`src/ulpi_pkg.sv`:
```
// Fixed enumeration script for one device with no CRC checks and at most 64 steps
package ulpi_pkg;

	localparam int DATA_W = 8; // ULPI data bus width

	typedef logic [DATA_W-1:0] ulpi_byte_t;

	// PHY reset hold time in CLKOUT cycles
	localparam logic [31:0] PHY_RESET_CYCLES = 32'd1000000;

	// Link idle byte, also driven with STP
	localparam ulpi_byte_t TXCMD_NOOP = 8'h00;

	// Register write TXCMDs are 10 followed by the 6 bit address
	localparam ulpi_byte_t REG_WRITE_OTG_CTRL  = 8'h8A; // OTG_CTRL at 0x0A
	localparam ulpi_byte_t REG_WRITE_FUNC_CTRL = 8'h84; // FUNC_CTRL at 0x04

	// Transmit TXCMD 0100 with the ACK PID nibble
	localparam ulpi_byte_t TXCMD_ACK = 8'h42;

	typedef enum logic [1:0] {
		STEP_TX,    // Offer value on the transmit channel
		STEP_MATCH, // Wait for a received byte equal to value
		STEP_SKIP,  // Drop value received bytes
		STEP_END    // Script done
	} step_kind_e;

	typedef struct packed {
		step_kind_e kind;
		ulpi_byte_t value; // Byte to send or match, or skip count
		logic       last;  // Last byte of a transmit transfer
	} script_step_t;

	localparam int SCRIPT_LEN = 48;

	typedef logic [5:0] script_idx_t;

	localparam script_step_t ENUM_SCRIPT [SCRIPT_LEN] = '{
		// OTG off, peripheral mode
		'{STEP_TX, REG_WRITE_OTG_CTRL, 1'b0},
		'{STEP_TX, 8'h00, 1'b1},
		// Full speed, normal operation
		'{STEP_TX, REG_WRITE_FUNC_CTRL, 1'b0},
		'{STEP_TX, 8'h45, 1'b1},
		// DATA0 setup, GET_DESCRIPTOR for the device descriptor
		'{STEP_MATCH, 8'hC3, 1'b0},
		'{STEP_MATCH, 8'h80, 1'b0},
		'{STEP_MATCH, 8'h06, 1'b0},
		'{STEP_MATCH, 8'h00, 1'b0},
		'{STEP_MATCH, 8'h01, 1'b0},
		'{STEP_MATCH, 8'h00, 1'b0},
		'{STEP_MATCH, 8'h00, 1'b0},
		'{STEP_MATCH, 8'h40, 1'b0},
		'{STEP_MATCH, 8'h00, 1'b0},
		'{STEP_SKIP, 8'd2, 1'b0}, // CRC16
		'{STEP_TX, TXCMD_ACK, 1'b1},
		// IN token
		'{STEP_MATCH, 8'h69, 1'b0},
		'{STEP_MATCH, 8'h00, 1'b0},
		'{STEP_MATCH, 8'h10, 1'b0},
		// DATA1 with the first 8 descriptor bytes
		'{STEP_TX, 8'h4B, 1'b0},
		'{STEP_TX, 8'h12, 1'b0}, // bLength
		'{STEP_TX, 8'h01, 1'b0}, // bDescriptorType
		'{STEP_TX, 8'h00, 1'b0},
		'{STEP_TX, 8'h02, 1'b0}, // USB 2.0
		'{STEP_TX, 8'hFF, 1'b0},
		'{STEP_TX, 8'hFF, 1'b0},
		'{STEP_TX, 8'hFF, 1'b0},
		'{STEP_TX, 8'h08, 1'b0}, // bMaxPacketSize0
		'{STEP_TX, 8'h16, 1'b0}, // CRC16, low byte first
		'{STEP_TX, 8'h33, 1'b1},
		// OUT token, then zero length DATA1 status
		'{STEP_MATCH, 8'hE1, 1'b0},
		'{STEP_MATCH, 8'h00, 1'b0},
		'{STEP_MATCH, 8'h10, 1'b0},
		'{STEP_MATCH, 8'h4B, 1'b0},
		'{STEP_MATCH, 8'h00, 1'b0},
		'{STEP_MATCH, 8'h00, 1'b0},
		'{STEP_TX, TXCMD_ACK, 1'b1},
		// Second setup, SET_ADDRESS 3
		'{STEP_MATCH, 8'hC3, 1'b0},
		'{STEP_MATCH, 8'h00, 1'b0},
		'{STEP_MATCH, 8'h05, 1'b0},
		'{STEP_MATCH, 8'h03, 1'b0},
		'{STEP_MATCH, 8'h00, 1'b0},
		'{STEP_MATCH, 8'h00, 1'b0},
		'{STEP_MATCH, 8'h00, 1'b0},
		'{STEP_MATCH, 8'h00, 1'b0},
		'{STEP_MATCH, 8'h00, 1'b0},
		'{STEP_SKIP, 8'd2, 1'b0}, // CRC16
		'{STEP_TX, TXCMD_ACK, 1'b1},
		'{STEP_END, 8'h00, 1'b0}
	};

endpackage

```
`src/ulpi_tx_if.sv`:
```
// A byte moves only on an edge with valid and ready high and the source must hold its values until then
interface ulpi_tx_if ();

	logic                 valid;   // Byte offered
	logic                 ready;   // Engine takes it this edge
	ulpi_pkg::ulpi_byte_t tx_byte;
	logic                 last;    // Closes the transfer with STP

	// Script side
	modport source (
		output valid,
		output tx_byte,
		output last,
		input  ready
	);

	// Bus side
	modport sink (
		input  valid,
		input  tx_byte,
		input  last,
		output ready
	);

endinterface

```
`src/ulpi_tx_engine.sv`:
```
// The source must keep each transfer back to back and a transfer aborted by the PHY is not retried
module ulpi_tx_engine (
	input  logic                 CLKOUT,
	input  logic                 reset,
	input  logic                 dir,
	input  logic                 nxt,
	ulpi_tx_if.sink              tx,
	output ulpi_pkg::ulpi_byte_t bus_out, // Link side of the data bus
	output logic                 stp
);

	typedef enum logic [1:0] {
		IDLE,      // Nothing held
		WAIT_LINE, // Byte held, waiting for a free bus
		SEND,      // Held byte on the bus
		STOP       // 00 with STP for one cycle
	} tx_state_e;

	tx_state_e            state;
	ulpi_pkg::ulpi_byte_t hold_byte; // Byte on the bus in SEND
	logic                 hold_last;
	logic                 hold_full;
	logic                 accept;    // PHY takes the bus byte this edge
	logic                 load;      // Holding register fills this edge

	// dir high means the PHY owns the bus, nxt is then not ours
	assign accept = (state == SEND) && !dir && nxt;

	// Next byte moves in while the current one is taken
	assign tx.ready = !hold_full || accept;
	assign load     = tx.valid && tx.ready;

	assign bus_out = (state == SEND) ? hold_byte : ulpi_pkg::TXCMD_NOOP;
	assign stp     = (state == STOP);

	always_ff @(posedge CLKOUT)
	begin
		if (load)
		begin
			hold_byte <= tx.tx_byte;
			hold_last <= tx.last;
		end
	end

	always_ff @(posedge CLKOUT)
	begin
		if (!reset)
		begin
			state     <= IDLE;
			hold_full <= 1'b0;
		end
		else
		begin
			if (load)
				hold_full <= 1'b1;
			else if (accept)
				hold_full <= 1'b0;

			case (state)
				IDLE:
				begin
					if (hold_full || load)
						state <= WAIT_LINE;
				end
				WAIT_LINE:
				begin
					// First byte only on an idle bus
					if (!dir && !nxt)
						state <= SEND;
				end
				SEND:
				begin
					// hold_last still refers to the byte being taken
					if (accept && hold_last)
						state <= STOP;
				end
				STOP:
				begin
					state <= IDLE; // Single STP cycle
				end
				default:
				begin
					state <= IDLE;
				end
			endcase
		end
	end

endmodule

```
`src/flat_wrapper.sv`:
```
// flat-port wrapper written by rule: the top's interface ports become plain ports
module ulpi_tx_engine_flat 
  (CLKOUT, reset, dir, nxt, bus_out, stp, tx_valid, tx_tx_byte, tx_last, tx_ready);
  ulpi_tx_if tx_i ();
  input  logic CLKOUT;
  input  logic reset;
  input  logic dir;
  input  logic nxt;
  output ulpi_pkg::ulpi_byte_t bus_out;
  output logic stp;
  input wire logic [$bits(tx_i.valid)-1:0] tx_valid;
  input wire logic [$bits(tx_i.tx_byte)-1:0] tx_tx_byte;
  input wire logic [$bits(tx_i.last)-1:0] tx_last;
  output wire logic [$bits(tx_i.ready)-1:0] tx_ready;
  assign tx_i.valid = tx_valid;
  assign tx_i.tx_byte = tx_tx_byte;
  assign tx_i.last = tx_last;
  assign tx_ready = tx_i.ready;
  ulpi_tx_engine u_core (.CLKOUT(CLKOUT), .reset(reset), .dir(dir), .nxt(nxt), .tx(tx_i), .bus_out(bus_out), .stp(stp));
endmodule
```
`config.mk`:
```
export PLATFORM = sky130hd
export DESIGN_NAME = ulpi_tx_engine_flat
export DESIGN_NICKNAME = d
export VERILOG_FILES = /design/src/ulpi_pkg.sv /design/src/ulpi_tx_if.sv /design/src/ulpi_tx_engine.sv /design/src/flat_wrapper.sv
export SDC_FILE = /design/constraint.sdc
export NUM_CORES = 1
export LEC_CHECK = 0
export BUFFER_PORTS_ARGS = -buffer_cell sky130_fd_sc_hd__buf_2
export CAP_MARGIN = 20
export CORE_AREA = 2 2 43 45
export CTS_BUF_LIST = sky130_fd_sc_hd__clkbuf_4
export CTS_CLUSTER_SIZE = 10
export DETAILED_ROUTE_END_ITERATION = 8
export DIE_AREA = 0 0 45 47
export GPL_ROUTABILITY_DRIVEN = 0
export HOLD_SLACK_MARGIN = 0.12
export PLACE_DENSITY_LB_ADDON = 0.12
export SLEW_MARGIN = 20
export SYNTH_ARGS = -nofsm -noshare
export SYNTH_HDL_FRONTEND = slang
export SYNTH_SLANG_ARGS = --single-unit
export TNS_END_PERCENT = 50
```
`constraint.sdc`:
```
create_clock -name CLKOUT -period 3.9 [get_ports CLKOUT]
set_input_delay 0.78 -clock CLKOUT [delete_from_list [all_inputs] [get_ports CLKOUT]]
set_output_delay 0.78 -clock CLKOUT [all_outputs]
set_load 0.05 [all_outputs]
```
==> flow_summary.json, run 1 <==
{
  "status": "finished, final reports clean",
  "irDropWorstVdd_v": 0.000287,
  "busiest_layer": "met2",
  "leakage_uw": 0.000324,
  "setup_tns_ns": 0,
  "cts_setup_buffers": 0,
  "worst_pin_slew_ns": 0.418,
  "clkPwrFrac_pct": 17.6,
  "numCtsBuffers": 3,
  "post_cts_resized": 0,
  "synth_cells": 41,
  "yosys_warnings": 0,
  "final_layout_size_suffix_gt1_share_pct": 40.3,
  "holdBufCountCts": 0,
  "dr.pass1.iters": 3,
  "grt-ovfl-total": 0,
  "yosysSeqAreaShare_pct": 62.0,
  "ios": 24,
  "avgSynthCellArea_um2": 13.0,
  "switchingPower_uw": 170,
  "setup_viol": 0,
  "met3_usage_pct": 5.38,
  "io_buffers": 23,
  "drc": 0,
  "fin_crit_sh_pct": 59.2,
  "grt_max_degree": 12,
  "cts_tree": "built",
  "grtUsageMet2_pct": 15.7,
  "switching_share_pct": 40.3,
  "synth_commonest_cells": "and2_1 (9), edfxtp_1 (9), ha_1 (4)",
  "core_region_area_mm2": 0.00165,
  "critPathMaxFanout": 11,
  "vias": 380,
  "synth.ff_latch_count": 12,
  "areaGrowthSynthToFinish_pct": 29.8,
  "antenna_left": 0,
  "grtUsageMet1_pct": 9.86,
  "final_nets": 86,
  "die_area_mm2": 0.00212,
  "grt_use_total_pct": 9.14,
  "setup_ws_ns": 1.59,
  "synthArstFlopShare_pct": 0,
  "drt_iter0_markers": 2,
  "antenna_found_initial": 0,
  "critPathRequiredTime_ns": 3.12,
  "die_width_um": 45,
  "finalMaxSlewViolations": 0,
  "yosys.area.top_type": "edfxtp_1",
  "seqPwrFrac_pct": 39.4,
  "drv_cap": 0,
  "synth_ff_type": "edfxtp_1",
  "fp-row-count": 15,
  "rsz0062_at_grt": "false",
  "die_h_um": 47,
  "start_kind": "register",
  "drt_wl_total_um": 832,
  "period_minus_slack_ns": 2.31,
  "power_density_mw_per_mm2": 611,
  "skew_ns": 0.00401,
  "netlist_area_um2": 533,
  "grt_pass1_wl_um": 1360,
  "clock_path_buffers": 2,
  "relSlewSlack_pct": 72.1,
  "viasPerCell": 4.52,
  "internal-power_uw": 253,
  "antennaDiodeCount": 0,
  "cts-root-buf": "clkbuf_4",
  "clk_latency_ns": 0.26,
  "end_kind": "output pin",
  "comb_power_share_pct": 43.0,
  "finalHoldViolations": 0,
  "synth_top_area_share_pct": 50.7,
  "max_freq_mhz": 433,
  "dpl_worst_slack_ns": 1.72,
  "worst-setup-path-type": "register to output pin",
  "min_path_type": "register to register",
  "cp.arrival_ns": 1.53,
  "synth_cell_types": 15,
  "avgRoutedWirePerCell_um": 9.90,
  "start_util_pct": 32.3,
  "synth_edf_count": 9,
  "synthTopCellsByArea": "edfxtp_1 (51%), dfxtp_1 (11%), and2_1 (11%)",
  "syn-num-nets": 59,
  "grt_pass1_vias": 346,
  "clock_sink_count": 12,
  "h-tree-depth": 1,
  "p_total_uw": 423,
  "clkTransAtPathRegs_ns": 0.07
}
## layout by cell type (no fill, tap or decap)
cell	count
a211o_1	1
buf_2	23
nor2b_1	1
nor3b_1	1
nand2_1	3
clkbuf_4	3
edfxtp_1	9
ha_1	4
clkinv_1	1
and2_1	9
inv_1	2
dfxtp_1	3
nand3b_1	2
mux2i_1	1
o31ai_1	1
o21a_2	1
a21oi_1	2
## final timing paths
path | startpoint | end | slack [ns] | cells past startpoint
setup / recovery | u_core.state[0]$_SDFFE_PN0P_ | tx_ready | 1.59 | 5
hold / removal | u_core.state[1]$_SDFFE_PN0P_ | u_core.state[1]$_SDFFE_PN0P_ | 0.50 | 2
setup reg to reg | u_core.state[0]$_SDFFE_PN0P_ | u_core.hold_byte[1]$_DFFE_PP_ | 2.16 | 5
hold reg to reg | u_core.state[1]$_SDFFE_PN0P_ | u_core.state[1]$_SDFFE_PN0P_ | 0.50 | 2
## worst max-delay path, cell delays in order (launching register included)
cell	delay, ns
dfxtp_1	0.33
inv_1	0.10
ha_1	0.35
nand3b_1	0.13
nand2_1	0.09
buf_2	0.26
## power by group through the flow
stage	clock [uW]	sequential, uW	combinational, uW
3_3_place_gp	0	170	184
5_1_grt	86.4	169	200
4_1_cts	79.2	167	185
6_report	74.5	167	182
3_5_place_dp	0	171	184
2_1_floorplan	0	167	147
## per-layer routing
metal / up-vias / share of wire (%) / wire [um]
met1: 171 / 40 / 336
met4: 0 / 0 / 0
met3: 0 / 9.9 / 82
li1: 195 / - / -
met2: 14 / 50 / 413
met5: - / 0 / 0
## logic make-up after synthesis
group	share of synthesized area [%]
simple gates	18.1
flops	62.0
compound gates	6.57
fa+ha+maj	9.39
buf+inv	2.11
mux	1.88
## state kept, by name, indices dropped and copies added (netlist names)
register,cells
u_core.hold_full,1
u_core.state,2
u_core.hold_last,1
u_core.hold_byte,8
## through the flow
stage | hold WS, ns | cells | utilization, % | area [um^2]
6_report | 0.500 | 84 | 41.9 | 692
5_1_grt | 0.551 | 84 | 41.9 | 692
4_1_cts | 0.508 | 84 | 41.9 | 692
3_5_place_dp | 0.498 | 80 | 40.3 | 666
3_3_place_gp | 0.496 | 80 | 40.3 | 666
2_1_floorplan | 0.471 | 41 | - | 533
## area by class of cell
| cell class | count | area, um^2 |
|---|---|---|
| Sequential cell | 12 | 330 |
| Fill cell | 176 | 960 |
| Timing Repair Buffer | 23 | 115 |
| Clock inverter | 1 | 3.75 |
| Clock buffer | 3 | 22.5 |
| Inverter | 2 | 7.51 |
| Tap cell | 17 | 21.3 |
| Multi-Input combinational cell | 26 | 191 |
Power figures use the tool's default switching activity.
==> inputs of run 2 (changes only) <==
Clock period 3.9 ns to 2.39 ns, I/O delays scaled along.
==> flow_summary.json, run 2 (same netlist as run 1, synthesis figures left out) <==
{
  "regMostFlops": "u_core.hold_byte",
  "max_freq_mhz": 498,
  "hold_start": "tx_tx_byte[2]",
  "grt_max_degree": 12,
  "startpoint": "u_core.state[0]$_SDFFE_PN0P_",
  "skew_ns": 0.00270,
  "status": "finished, final reports clean",
  "whs_path_depth": 1,
  "holdBufCountCts": 0,
  "avgRoutedWirePerCell_um": 10.4,
  "areaGrowthSynthToFinish_pct": 29.8,
  "drt_wl_total_um": 874,
  "cts_tree": "built",
  "grt_pass1_wl_um": 1280,
  "regToRegStartpoint": "u_core.state[0]$_SDFFE_PN0P_",
  "dr.pass1.iters": 4,
  "h-tree-depth": 1,
  "setup_viol": 0,
  "die_width_um": 45,
  "cts_setup_buffers": 0,
  "clk_latency_ns": 0.26,
  "drv_cap": 0,
  "relSlewSlack_pct": 73.1,
  "irDropWorstVdd_v": 0.000444,
  "clock_path_buffers": 2,
  "finalMaxSlewViolations": 0,
  "die_area_mm2": 0.00212,
  "clkTransAtPathRegs_ns": 0.08,
  "reg2reg_slack_ns": 0.66,
  "clock_sink_count": 12,
  "final_layout_size_suffix_gt1_share_pct": 40.3,
  "grt-ovfl-total": 0,
  "grt_pass1_vias": 327,
  "post_cts_resized": 0,
  "start_kind": "register",
  "leakage_uw": 0.000324,
  "largest_register_ffs": 8,
  "cts-root-buf": "clkbuf_4",
  "period_minus_slack_ns": 2.01,
  "rsz0062_at_grt": "false",
  "r2r_end": "u_core.hold_byte[1]$_DFFE_PP_",
  "antennaDiodeCount": 0,
  "final_cell_mix": "buf_2 (23), and2_1 (9), edfxtp_1 (9), ha_1 (4)",
  "cp.arrival_ns": 1.53,
  "finalHoldViolations": 0,
  "drc": 0,
  "hold_end": "u_core.hold_byte[2]$_DFFE_PP_",
  "end_kind": "output pin",
  "reg2reg_depth": 5,
  "antenna_left": 0,
  "power_density_mw_per_mm2": 1010,
  "start_util_pct": 32.3,
  "drt_iter0_markers": 2,
  "core_region_area_mm2": 0.00165,
  "final_nets": 86,
  "dp_hpwl_um": 688,
  "critPathRequiredTime_ns": 1.91,
  "stdcell_count": 84,
  "fin_crit_sh_pct": 84.0,
  "fp-row-count": 15,
  "layout_commonest_cell": "buf_2",
  "worst-setup-path-type": "register to output pin",
  "largestRegisters": "u_core.hold_byte x8, u_core.state x2",
  "vias": 376,
  "min_path_type": "primary input to register",
  "critPathMaxFanout": 11,
  "numCtsBuffers": 3,
  "setup_tns_ns": 0,
  "antenna_found_initial": 0,
  "viasPerCell": 4.48,
  "dp_cells": 80,
  "ios": 24,
  "worst_pin_slew_ns": 0.404,
  "io_buffers": 23,
  "die_h_um": 47,
  "grt_use_total_pct": 8.89
}
-- run 2: cell counts in the layout (fill, tap and decap cells not counted) --
Identical to the previous run, type by type.
-- run 2: power by group --
group / leakage (uW) / total, uW / internal (uW) / switching, uW
registers: 0.000111 / 272 / 254 / 17.8
logic: 0.000198 / 299 / 98.1 / 201
clock network: 0.0000154 / 125 / 60.3 / 65.0
total: 0.000324 / 697 / 413 / 284
-- run 2: per-stage QoR --
| stage | power (uW) | cell area, um^2 | worst slack, ns | hold WS [ns] | utilization [%] |
|---|---|---|---|---|---|
| 2_1_floorplan | 512 | 533 | 0.673 | 0.471 | - |
| 3_3_place_gp | 580 | 666 | 0.697 | 0.499 | 40.3 |
| 3_5_place_dp | 579 | 666 | 0.642 | 0.512 | 40.3 |
| 4_1_cts | 708 | 692 | 0.350 | 0.371 | 41.9 |
| 5_1_grt | 740 | 692 | 0.245 | 0.362 | 41.9 |
| 6_report | 697 | 692 | 0.382 | 0.384 | 41.9 |
-- run 2: worst max path at each step --
stage / endpoint
after CTS: tx_ready
after global routing: tx_ready
after detailed placement: u_core.hold_byte[1]$_DFFE_PP_
after floorplan: u_core.hold_byte[0]$_DFFE_PP_
final: tx_ready
after global placement: tx_ready
-- run 2: area by class of cell --
| cell class | count | area [um^2] |
|---|---|---|
| Fill cell | 164 | 960 |
| Clock buffer | 3 | 22.5 |
| Inverter | 2 | 7.51 |
| Tap cell | 17 | 21.3 |
| Timing Repair Buffer | 23 | 115 |
| Multi-Input combinational cell | 26 | 191 |
| Clock inverter | 1 | 3.75 |
| Sequential cell | 12 | 330 |
-- run 2: routing by layer --
layer / track usage [%] / vias to the layer above / share of wire (%)
li1: - / 197 / -
met1: 9.35 / 165 / 40
met2: 14.9 / 14 / 52
met3: 3.85 / 0 / 8.1
met4: 5.29 / 0 / 0
met5: 0 / - / 0
-- run 2: worst max-delay path: stages (launching register included) --
cell and delay (ns):
dfxtp_1 0.33, inv_1 0.10, ha_1 0.34, nand3b_1 0.15
nand2_1 0.09, buf_2 0.26
==> inputs of run 3 (changes only) <==
Settings changed: ABC_AREA from default to 1, CORE_AREA 2 2 43 45 to 2 2 44 46, DIE_AREA 0 0 45 47 to 0 0 46 48.
Clock period 2.39 ns to 1.8 ns, I/O delays scaled along.
==> flow_summary.json, run 3 <==
{
  "grt_pass1_wl_um": 1490,
  "grt_use_total_pct": 9.97,
  "antenna_left": 0,
  "die_area_mm2": 0.00221,
  "period_minus_slack_ns": 1.70,
  "critPathMaxFanout": 3,
  "final_cell_mix": "inv_1 (15), buf_2 (14), nand2_1 (12), edfxtp_1 (9), buf_4 (7)",
  "die_width_um": 46,
  "drt_wl_total_um": 969,
  "clkTransAtPathRegs_ns": 0.08,
  "grt-ovfl-total": 0,
  "final_nets": 106,
  "synthTopCellsByArea": "edfxtp_1 (46%), dfxtp_1 (10%), inv_1 (9.7%)",
  "synth_top_area_share_pct": 46.5,
  "largestRegisters": "u_core.hold_byte x8, u_core.state x2",
  "numCtsBuffers": 3,
  "drt_iter0_markers": 3,
  "areaGrowthSynthToFinish_pct": 34.2,
  "fin_crit_sh_pct": 94.7,
  "clock_sink_count": 12,
  "skew_ns": 0.00259,
  "drc": 0,
  "cts-root-buf": "clkbuf_4",
  "post-route-cell-area_um2": 781,
  "setup_tns_ns": 0,
  "ios": 24,
  "syn-num-nets": 77,
  "worst-setup-path-type": "register to output pin",
  "max_freq_mhz": 587,
  "largest_register_ffs": 8,
  "netlist_area_um2": 582,
  "multiInputGateArea_um2": 181,
  "relSlewSlack_pct": 83.6,
  "fillCellCount": 172,
  "synth_ff_type": "edfxtp_1",
  "rsz0062_at_grt": "false",
  "synth.ff_latch_count": 12,
  "holdBufCountCts": 0,
  "crit_slowest_cell": "dfxtp_2",
  "finalHoldViolations": 0,
  "grt_max_degree": 12,
  "slowest_delay_ns": 0.34,
  "synthArstFlopShare_pct": 0,
  "whs_path_depth": 1,
  "clock_path_buffers": 2,
  "vias": 447,
  "clk_latency_ns": 0.28,
  "end_kind": "output pin",
  "dr.pass1.iters": 4,
  "finalMaxSlewViolations": 0,
  "avgRoutedWirePerCell_um": 9.32,
  "irDropWorstVdd_v": 0.000503,
  "min_path_type": "primary input to register",
  "final_layout_size_suffix_gt1_share_pct": 36.8,
  "cp.arrival_ns": 1.34,
  "placed_area_um2": 719,
  "antenna_found_initial": 0,
  "layout_commonest_cell": "inv_1",
  "leakage_uw": 0.000424,
  "synth_cell_types": 15,
  "drv_cap": 0,
  "synth_edf_count": 9,
  "start_kind": "register",
  "status": "finished, final reports clean",
  "cp_cell_sequence": "inv_1 > ha_1 > nand3_1 > nand2_1 > clkbuf_4",
  "synth_commonest_cells": "inv_1 (15), nand2_1 (12), edfxtp_1 (9)",
  "power_density_mw_per_mm2": 1250,
  "critPathRequiredTime_ns": 1.44,
  "avgSynthCellArea_um2": 9.86,
  "cts_setup_buffers": 0,
  "core_region_area_mm2": 0.00169,
  "yosysSeqAreaShare_pct": 56.8,
  "fp-row-count": 15,
  "yosys.area.top_type": "edfxtp_1",
  "worst_pin_slew_ns": 0.248,
  "dp_hpwl_um": 765,
  "h-tree-depth": 1,
  "reg2reg_depth": 5,
  "io_buffers": 23,
  "regMostFlops": "u_core.hold_byte",
  "yosys_warnings": 0,
  "synth_cells": 59,
  "start_util_pct": 34.4,
  "layout.area.seq_um2": 332,
  "die_h_um": 48,
  "grt_pass1_vias": 383,
  "antennaDiodeCount": 0,
  "cts_tree": "built",
  "setup_viol": 0,
  "synth_most_common_cell": "inv_1",
  "viasPerCell": 4.30
}
run 3: power by group:
group          total [uW]  internal [uW]  switching [uW]
sequential            356            336            19.9
combinational         443            156             287
clock                 176           80.4            96.0
run 3: critical path: cells and delay by family (launching register included):
family                   cells  cell delay [ns]
AND/OR/NAND/NOR              2             0.21
buffers and inverters        2             0.33
flip-flops                   1             0.34
adder cells (fa/ha/maj)      1             0.19
run 3: path summary, 6_finish.rpt:
| kind | from | to | slack [ns] |
|---|---|---|---|
| worst max-delay path | u_core.state[0]$_SDFFE_PN0P_ | tx_ready | 0.1 |
| worst min-delay path | tx_tx_byte[0] | u_core.hold_byte[0]$_DFFE_PP_ | 0.25 |
| worst max register to register | u_core.state[0]$_SDFFE_PN0P_ | u_core.hold_byte[2]$_DFFE_PP_ | 0.46 |
| worst min register to register | u_core.hold_full$_SDFFE_PN0P_ | u_core.hold_full$_SDFFE_PN0P_ | 0.53 |
run 3: logic make-up after synthesis:
group                    count (synthesis)  share of synthesized area [%]
AO/OA/AOI/OAI                            5                           5.37
adder cells (fa/ha/maj)                  4                           8.60
buffers and inverters                   16                           12.0
flip-flops                              12                           56.8
AND/OR/NAND/NOR                         22                           17.2
run 3: final cells by class:
class / count / share of cell area, %
repair buffers: 25 / 21.0
clock buffers: 3 / 2.88
inverters: 15 / 7.21
well taps: 17 / 2.72
flip-flops and latches: 12 / 42.5
multi-input cells: 31 / 23.2
clock inverters: 1 / 0.481
run 3: what timing repair did:
item,in CTS,in global routing
hold endpoints to repair,0,0
pin swaps,0,0
setup endpoints to repair,3,9
cloned,0,0
gates resized for setup,3,15
run 3: through the flow:
stage	utilization [%]	hold WS, ns	cells	setup slack, ns	power [uW]
6_report	46.2	0.252	104	0.0961	975
5_1_grt	46.2	0.243	104	0.00361	1050
4_1_cts	44.6	0.244	104	0.00115	958
3_5_place_dp	42.6	0.513	100	0.299	772
3_3_place_gp	42.6	0.498	100	0.326	770
2_1_floorplan	-	0.459	59	0.0908	691
run 3: metal layers:
| layer | wire (um) | track usage, % | vias to the layer above | share of wire (%) |
|---|---|---|---|---|
| li1 | - | - | 236 | - |
| met1 | 392 | 11.1 | 193 | 40 |
| met2 | 484 | 16.1 | 14 | 50 |
| met3 | 69 | 2.26 | 4 | 7.1 |
| met4 | 23 | 8.57 | 0 | 2.4 |
| met5 | 0 | 0 | - | 0 |
